$ cat src/verilog/div_ctrl_pkg.sv
// control types passed from the divider FSM to its datapath units
package div_ctrl_pkg;

    // step counter width, enough to hold the first step count
    localparam int step_width = 6;

    typedef logic [step_width-1:0] step_t;

    // one load cycle, then 33 division steps counting 32 down to 0
    localparam step_t steps_initial = 6'd32;

    // load waits for operands, calc runs the steps, done holds the result
    typedef enum logic [1:0] {
        state_load = 2'b00,
        state_calc = 2'b01,
        state_done = 2'b10
    } div_state_e;

    typedef struct packed {
        // input handshake fires this cycle
        logic load;
        // one division step runs this cycle
        logic calculating;
    } div_ctrl_t;

endpackage

$ cat src/verilog/div_data_pkg.sv
// word widths and request/result types shared by the divider datapath and its testbench
package div_data_pkg;

    // external word width seen at both handshakes
    localparam int word_width = 32;

    // internal width is one bit wider
    // so the most negative word can still be negated
    localparam int long_width = word_width + 1;

    // dividend, divisor, quotient or remainder at the ports
    typedef logic [word_width-1:0] word_t;

    // internal sign-extended value used by the long division
    typedef logic [long_width-1:0] long_t;

    // operands presented with in_valid
    // dividend sits in the upper half of the struct
    typedef struct packed {
        word_t dividend;
        word_t divisor;
    } div_request_t;

    // results presented with out_valid
    // quotient rounds toward zero, remainder follows the dividend sign
    typedef struct packed {
        word_t quotient;
        word_t remainder;
        // set when the captured divisor was zero
        logic  divide_by_zero;
    } div_result_t;

endpackage
$ cat src/verilog/signed_divider.sv
// top level of the iterative signed divider, one request in flight at a time
`timescale 1ns/1ps

module signed_divider (
    input  logic                       clock,
    input  logic                       arst_n,
    input  logic                       in_valid,
    output logic                       in_ready,
    input  div_data_pkg::div_request_t request,
    output logic                       out_valid,
    input  logic                       out_ready,
    output div_data_pkg::div_result_t  result
);

    div_ctrl_pkg::div_ctrl_t ctrl;
    div_data_pkg::word_t     quotient;
    div_data_pkg::word_t     remainder;
    logic                    divide_by_zero;
    logic                    step_valid;
    logic                    quotient_subtract;

    // handshakes, state and step count
    div_control u_control (
        .clock     (clock),
        .arst_n    (arst_n),
        .in_valid  (in_valid),
        .in_ready  (in_ready),
        .out_valid (out_valid),
        .out_ready (out_ready),
        .ctrl      (ctrl)
    );

    // remainder side also decides whether each step counts
    div_remainder_unit u_remainder (
        .clock             (clock),
        .arst_n            (arst_n),
        .ctrl              (ctrl),
        .dividend          (request.dividend),
        .divisor           (request.divisor),
        .remainder         (remainder),
        .divide_by_zero    (divide_by_zero),
        .step_valid        (step_valid),
        .quotient_subtract (quotient_subtract)
    );

    div_quotient_unit u_quotient (
        .clock             (clock),
        .arst_n            (arst_n),
        .ctrl              (ctrl),
        .step_valid        (step_valid),
        .quotient_subtract (quotient_subtract),
        .quotient          (quotient)
    );

    assign result = '{quotient: quotient, remainder: remainder, divide_by_zero: divide_by_zero};

endmodule

$ cat src/verilog/div_control.sv
// FSM and step counter of the divider, drives both handshakes and the datapath controls
`timescale 1ns/1ps

module div_control (
    input  logic                    clock,
    input  logic                    arst_n,
    input  logic                    in_valid,
    output logic                    in_ready,
    output logic                    out_valid,
    input  logic                    out_ready,
    output div_ctrl_pkg::div_ctrl_t ctrl
);

    div_ctrl_pkg::div_state_e state;
    div_ctrl_pkg::step_t      step;
    logic                     load_inputs;
    logic                     read_outputs;
    logic                     calculating;
    logic                     last_step;

    // ready and valid come from state alone
    // which keeps the two handshakes free of combinational loops
    assign in_ready  = (state == div_ctrl_pkg::state_load);
    assign out_valid = (state == div_ctrl_pkg::state_done);

    // events derived from state and handshakes
    assign load_inputs  = in_ready && in_valid;
    assign read_outputs = out_valid && out_ready;
    assign calculating  = (state == div_ctrl_pkg::state_calc);
    assign last_step    = calculating && (step == '0);

    assign ctrl = '{load: load_inputs, calculating: calculating};

    // load -> calc -> done -> load
    always_ff @(posedge clock or negedge arst_n) begin
        if (!arst_n) begin
            state <= div_ctrl_pkg::state_load;
        end else begin
            case (state)
                div_ctrl_pkg::state_load: begin
                    if (load_inputs) begin
                        state <= div_ctrl_pkg::state_calc;
                    end
                end
                div_ctrl_pkg::state_calc: begin
                    if (last_step) begin
                        state <= div_ctrl_pkg::state_done;
                    end
                end
                div_ctrl_pkg::state_done: begin
                    // hold result until the sink takes it
                    if (read_outputs) begin
                        state <= div_ctrl_pkg::state_load;
                    end
                end
                default: begin
                    state <= div_ctrl_pkg::state_load;
                end
            endcase
        end
    end

    // counts 32 down to 0 while calculating, stops at 0
    always_ff @(posedge clock or negedge arst_n) begin
        if (!arst_n) begin
            step <= '0;
        end else if (load_inputs) begin
            step <= div_ctrl_pkg::steps_initial;
        end else if (calculating && (step != '0)) begin
            step <= step - div_ctrl_pkg::step_t'(1);
        end
    end

    a_ready_valid_exclusive: assert property (
        @(posedge clock) disable iff (!arst_n)
        !(in_ready && out_valid)
    );

    // back-pressure keeps the result in place
    a_done_held: assert property (
        @(posedge clock) disable iff (!arst_n)
        (out_valid && !out_ready) |=> out_valid
    );

endmodule

$ cat src/verilog/div_quotient_unit.sv
// quotient side of the divider, accumulates a one-hot weight on every valid step
`timescale 1ns/1ps

module div_quotient_unit (
    input  logic                    clock,
    input  logic                    arst_n,
    input  div_ctrl_pkg::div_ctrl_t ctrl,
    input  logic                    step_valid,
    input  logic                    quotient_subtract,
    output div_data_pkg::word_t     quotient
);

    div_data_pkg::long_t increment;
    div_data_pkg::long_t quotient_long;

    // weight of the current step
    // starts at the top bit and halves each calc cycle, in step
    // with the divisor shifting on the remainder side
    always_ff @(posedge clock or negedge arst_n) begin
        if (!arst_n) begin
            increment <= '0;
        end else if (ctrl.load) begin
            increment <= {1'b1, {div_data_pkg::word_width{1'b0}}};
        end else if (ctrl.calculating) begin
            increment <= increment >> 1;
        end
    end

    // cleared on load
    // a valid step adds the weight, or takes it away for opposite signs
    always_ff @(posedge clock) begin
        if (ctrl.load) begin
            quotient_long <= '0;
        end else if (step_valid) begin
            if (quotient_subtract) begin
                quotient_long <= quotient_long - increment;
            end else begin
                quotient_long <= quotient_long + increment;
            end
        end
    end

    // most negative divided by -1 wraps here, as intended
    assign quotient = quotient_long[div_data_pkg::word_width-1:0];

    // weight never holds more than one bit
    a_increment_onehot: assert property (
        @(posedge clock) disable iff (!arst_n)
        $onehot0(increment)
    );

endmodule

$ cat src/verilog/div_remainder_unit.sv
// remainder side of the divider that shifts the divisor and takes it off the dividend
`timescale 1ns/1ps

module div_remainder_unit (
    input  logic                    clock,
    input  logic                    arst_n,
    input  div_ctrl_pkg::div_ctrl_t ctrl,
    input  div_data_pkg::word_t     dividend,
    input  div_data_pkg::word_t     divisor,
    output div_data_pkg::word_t     remainder,
    output logic                    divide_by_zero,
    output logic                    step_valid,
    output logic                    quotient_subtract
);

    div_data_pkg::long_t dividend_long;
    div_data_pkg::long_t divisor_long;
    div_data_pkg::long_t divisor_shift;
    div_data_pkg::long_t increment;
    div_data_pkg::long_t remainder_long;
    div_data_pkg::long_t remainder_next;
    logic                dividend_sign;
    logic                divisor_sign;
    logic                divisor_all_sign;
    logic                increment_usable;
    logic                overshoot;

    // sign extend both operands by one bit
    assign dividend_long = {dividend[div_data_pkg::word_width-1], dividend};
    assign divisor_long  = {divisor[div_data_pkg::word_width-1], divisor};

    // operand signs held for the whole division
    always_ff @(posedge clock) begin
        if (ctrl.load) begin
            dividend_sign <= dividend_long[div_data_pkg::long_width-1];
            divisor_sign  <= divisor_long[div_data_pkg::long_width-1];
        end
    end

    // zero divisor flag travels with the result
    always_ff @(posedge clock or negedge arst_n) begin
        if (!arst_n) begin
            divide_by_zero <= 1'b0;
        end else if (ctrl.load) begin
            divide_by_zero <= (divisor == '0);
        end
    end

    // quotient counts down when the signs differ
    // and the remainder then grows toward zero by adding
    assign quotient_subtract = (dividend_sign != divisor_sign);

    // divisor is split in two registers
    // the low bit goes straight into the top of the increment on load
    // the rest shifts right arithmetically one bit per step
    always_ff @(posedge clock) begin
        if (ctrl.load) begin
            divisor_shift <= {divisor_long[div_data_pkg::long_width-1],
                              divisor_long[div_data_pkg::long_width-1:1]};
            increment     <= {divisor_long[0], {div_data_pkg::word_width{1'b0}}};
        end else if (ctrl.calculating) begin
            divisor_shift <= {divisor_shift[div_data_pkg::long_width-1],
                              divisor_shift[div_data_pkg::long_width-1:1]};
            increment     <= {divisor_shift[0],
                              increment[div_data_pkg::long_width-1:1]};
        end
    end

    // increment is only a real multiple of the divisor once
    // nothing but sign bits are left behind in the shift register
    assign divisor_all_sign = divisor_sign ? (divisor_shift == '1) : (divisor_shift == '0);

    // and the increment has picked up the divisor sign
    assign increment_usable = (increment[div_data_pkg::long_width-1] == divisor_sign)
                              && divisor_all_sign;

    // candidate remainder for this step
    assign remainder_next = quotient_subtract ? (remainder_long + increment)
                                              : (remainder_long - increment);

    // step went past zero if the sign flipped away from the dividend
    // landing exactly on zero is fine
    assign overshoot = (remainder_next[div_data_pkg::long_width-1] != dividend_sign)
                       && (remainder_next != '0);

    assign step_valid = ctrl.calculating && increment_usable && !overshoot;

    // dividend seeds the remainder
    // each valid step takes out one multiple
    always_ff @(posedge clock) begin
        if (ctrl.load) begin
            remainder_long <= dividend_long;
        end else if (step_valid) begin
            remainder_long <= remainder_next;
        end
    end

    // low word is enough since the remainder magnitude never exceeds the dividend
    assign remainder = remainder_long[div_data_pkg::word_width-1:0];

    // flag after a load matches the divisor now held in the shift and increment registers
    a_divide_by_zero_capture: assert property (
        @(posedge clock) disable iff (!arst_n)
        ctrl.load |=> (divide_by_zero == ((divisor_shift == '0) && (increment == '0)))
    );

endmodule

$ cat config.mk
export PLATFORM = sky130hd
export DESIGN_NAME = signed_divider
export DESIGN_NICKNAME = d
export VERILOG_FILES = /design/src/verilog/div_ctrl_pkg.sv /design/src/verilog/div_data_pkg.sv /design/src/verilog/signed_divider.sv /design/src/verilog/div_control.sv /design/src/verilog/div_quotient_unit.sv /design/src/verilog/div_remainder_unit.sv
export SDC_FILE = /design/constraint.sdc
export NUM_CORES = 1
export LEC_CHECK = 0
export BUFFER_PORTS_ARGS = -buffer_cell sky130_fd_sc_hd__buf_2
export CAP_MARGIN = 25
export CORE_ASPECT_RATIO = 2
export CORE_UTILIZATION = 55
export CTS_BUF_LIST = sky130_fd_sc_hd__clkbuf_4
export DETAILED_ROUTE_END_ITERATION = 12
export HOLD_SLACK_MARGIN = 0.08
export PLACE_DENSITY = 0.74
export SLEW_MARGIN = 20
export SYNTH_ARGS = -nofsm -noshare
export SYNTH_HDL_FRONTEND = slang
export SYNTH_HIERARCHICAL = 1
export SYNTH_SLANG_ARGS = --single-unit
$ cat constraint.sdc
create_clock -name clock -period 9.2 [get_ports clock]
set_clock_uncertainty 0.2 [all_clocks]
set_input_delay 1.84 -clock clock [delete_from_list [all_inputs] [get_ports clock]]
set_output_delay 1.84 -clock clock [all_outputs]
set_load 0.01 [all_outputs]
==> results by group <==
Run status
  • Outcome: complete, no violations

Synth
  • Post-synth ARST share: about a quarter
  • Synth Warn #: 6
  • Sequential area share after synthesis: 34.5%
  • Post-Syn Area: 12,800 um2
  • Largest family of logic cells by synthesized area: simple AND/OR/NAND/NOR gates
  • Post-Synth Adder-Cell Area: 7.27%
  • Main synth FF type: edfxtp_1
  • Synth Area in XOR/XNOR: 7.55%
  • Syn Nets: 1,543
  • Post-synthesis instance total: 1,402
  • Number of synthesized register bits: 175
  • Post-synthesis compound-gate area fraction: about 16%
  • Simple-Gate Fraction of Synth Area: a little under a fifth
  • Mux cell area share after synthesis: 9.91%
  • Number of synthesized flops with an enable pin: between 60 and 70
  • Distinct cells, synth: 94
  • Synthesized area per cell: 9.10 um2

Route
  • Met3 Routed Length: 1170 um
  • # DRC: 0
  • DR vias: 10,795
  • Max Used Layer: met4
  • Drt total wl: 34,600 um
  • Iteration-0 DRC Markers: around 540
  • Routed length on met2: 19,300 um
  • WL met1: 11,500 um
  • Routed len/inst: 19.7 um
  • Vias/cell: 6.13
  • Antenna Nets Post-Route: 0
  • Drt first pass iters: 4

Clocking
  • CTS Hold Buffers Added: 0
  • Clk sinks: 175
  • CTS Buf Count: 17
  • H-Tree Depth: 4
  • CTS tree: yes
  • Clk buf depth: 2
  • Worst-path clk slew: 0.15 ns
  • Post-CTS Setup Bufs: 0
  • Root Driver: clkbuf_4
  • Clock latency at the later pin of the worst-skew pair: 0.63 ns
  • Post-CTS Resized: 0

STA
  • Final Max Slew Viols: 0
  • Fraction of the cycle the final worst path needs: 85.2%
  • Fmax achieved: about 0.13 GHz
  • Worst Max-Slew Pin Slew: around 0.99 ns
  • Slew HR: 33.7%
  • Setup TNS: 0 ns
  • Final setup viols: 0
  • Endpoints failing hold: 0
  • RSZ-0062 raised after global routing: no
  • Tmin final: between 7 and 8 ns

Floorplan
  • Rows: 78
  • Die Width: around 110 um
  • Ports: 135
  • Die area: 23,900 um2
  • Core Area: around 23,000 um2
  • Initial core utilization: 56.1%
  • Die Y: 217 um

Final layout
  • Fraction of layout cells with a size suffix above 1: 17.4%
  • Final Net Count: 1,608
  • Most common cell after layout, fill and taps aside: nor2_1
  • Register area: 4400 um2
  • Area growth from synthesis to layout: 6.75%
  • Fill cells: 2,067
  • Area of the multi-input gates: 7690 um2
  • Most frequent cells in the layout: nor2_1, buf_2, a21oi_1

Placement
  • GPL Wtd Cong: 0.979
  • Post-DP HPWL: approximately 27,000 um
  • IO Port Bufs: between 100 and 150

GRT
  • GRT Resource Usage Total: approximately 30%
  • First-pass GRT wire length: 53,900 um
  • Vias in the first global route: 10,815
  • Initial antenna violation count: 1
  • Grt total ovfl: 0
  • Largest net degree at the start of global routing: 90

Critical path
  • Worst Path Max Fanout: 34
  • Crit start category: flip-flop
  • Setup CP Type: reg -> reg
  • Critical Path Sink Type: flip-flop
  • Critical Path RT: 9.52 ns
  • R2R Path Start: u_remainder/increment[0]
  • Reg2Reg Setup Slack: 1.37 ns
  • R2R cell count: 22
  • R2R Path End: u_quotient/quotient_long[31]
  • Critical Path AT: just over 8 ns

Min path
  • Hold Path Stages: 2
  • Worst Min Path Start: u_quotient/quotient_long[13]
  • Endpoint, Worst Hold: u_quotient/quotient_long[13]
  • Worst Hold Class: reg -> reg

Flow run
  • Max Cap Viol: 0
## cell families (layout without fill, tap and decap cells)
kind of cell / count (synthesis) / in the layout
compound gates: 321 / 321
xor+xnor: 110 / 110
fa+ha+maj: 73 / 73
buf+inv: 138 / 216
flops: 175 / 175
mux: 121 / 121
other cells: 0 / 1
simple gates: 464 / 464
## synth_stat cells, drive strengths merged (4+ instances only)
master / n / area share, %
nor2: 158 / 4.6
a21oi: 108 / 4.4
nand2: 100 / 3.0
mux2i: 81 / 6.4
o21ai: 78 / 3.1
ha: 71 / 7.0
edfxtp: 69 / 16
xnor2: 67 / 4.6
dfxtp: 64 / 10
buf: 54 / 2.9
clkbuf: 43 / 1.3
xor2: 43 / 3.0
dfrtp: 42 / 8.2
inv: 40 / 1.2
mux2: 40 / 3.6
nor3: 36 / 1.7
nand4: 34 / 1.7
nor4: 26 / 1.6
a21o: 24 / 1.4
nand3: 21 / 0.82
a31oi: 14 / 0.69
a211oi: 13 / 0.92
o31ai: 11 / 0.65
or3: 10 / 0.54
and2: 9 / 0.46
nand2b: 9 / 0.44
nand3b: 9 / 0.53
nor3b: 9 / 0.57
o211ai: 9 / 0.57
nor4b: 8 / 0.90
o21bai: 8 / 0.47
o41ai: 8 / 0.75
nor2b: 7 / 0.34
o311ai: 7 / 0.48
or4: 7 / 0.47
and3: 5 / 0.25
o22ai: 5 / 0.25
or2: 5 / 0.25
a211o: 4 / 0.27
a311oi: 4 / 0.27
and4b: 4 / 0.34
o21a: 4 / 0.24
## critical path: stages, from the launching register on
cell and delay [ns]:
dfxtp_1 0.39, inv_1 0.08, ha_1 0.21, or4b_4 0.52, nor3b_2 0.27, nand2_1 0.11
o41ai_1 0.37, xnor2_1 0.16, ha_1 0.32, nand2_1 0.17, nor3_1 0.54, nand3_1 0.14
o211ai_1 0.53, xnor2_1 0.32, nor4b_1 0.68, and4_1 0.36, nand4_1 0.19, nand2_1 0.12
buf_4 0.45, clkinv_1 0.60, or2_0 0.38, mux2_2 0.27, mux2_4 0.29
## per-layer routing
metal | up-vias | GRT usage (%)
li1 | 5246 | -
met1 | 5133 | 26.6
met2 | 287 | 57.2
met3 | 129 | 5.53
met4 | 0 | 22.0
met5 | - | 0
## stage by stage
stage	cells	worst slack (ns)	hold WS [ns]	cell area (um2)	utilization [%]
after floorplan	1402	3.82	0.250	12800	-
after global placement	1726	1.60	0.262	13300	58.6
after detailed placement	1726	1.61	0.270	13300	58.6
after CTS	1758	1.56	0.305	13600	59.7
after global routing	1761	1.19	0.329	13600	59.9
final	1761	1.37	0.303	13600	59.9
## layout make-up
type | count | area share [%]
inverters | 41 | 1.13
flip-flops and latches | 175 | 32.3
repair buffers | 143 | 5.60
well taps | 280 | 2.57
clock buffers | 18 | 0.992
clock inverters | 14 | 0.946
multi-input cells | 1089 | 56.4
diodes | 1 | 0.0184
## sequential cells by signal, indices dropped and copies added (netlist names)
register and count:
u_remainder/divide_by_zero 1, u_quotient/increment 33, u_remainder/divisor_shift 33, u_remainder/increment 33, u_remainder/remainder_long 33, u_control/step 6, u_remainder/divisor_sign 1, u_quotient/quotient_long 32
u_remainder/dividend_sign 1, u_control/state 2
## worst max path at each step
stage                                        start                           end  slack [ns]  cells past startpoint
final                     u_remainder/increment[0]  u_quotient/quotient_long[31]        1.37                     22
after global routing      u_remainder/increment[1]  u_quotient/quotient_long[31]        1.19                     22
after CTS                 u_remainder/increment[1]  u_quotient/quotient_long[31]        1.56                     22
after detailed placement  u_remainder/increment[1]  u_quotient/quotient_long[31]        1.61                     22
after global placement    u_remainder/increment[0]  u_quotient/quotient_long[31]        1.60                     22
after floorplan           u_remainder/increment[5]  u_quotient/quotient_long[31]        3.82                     25
Power is not shown: default switching activity piles up to over one toggle a cycle in this logic, so the estimate is an artifact.
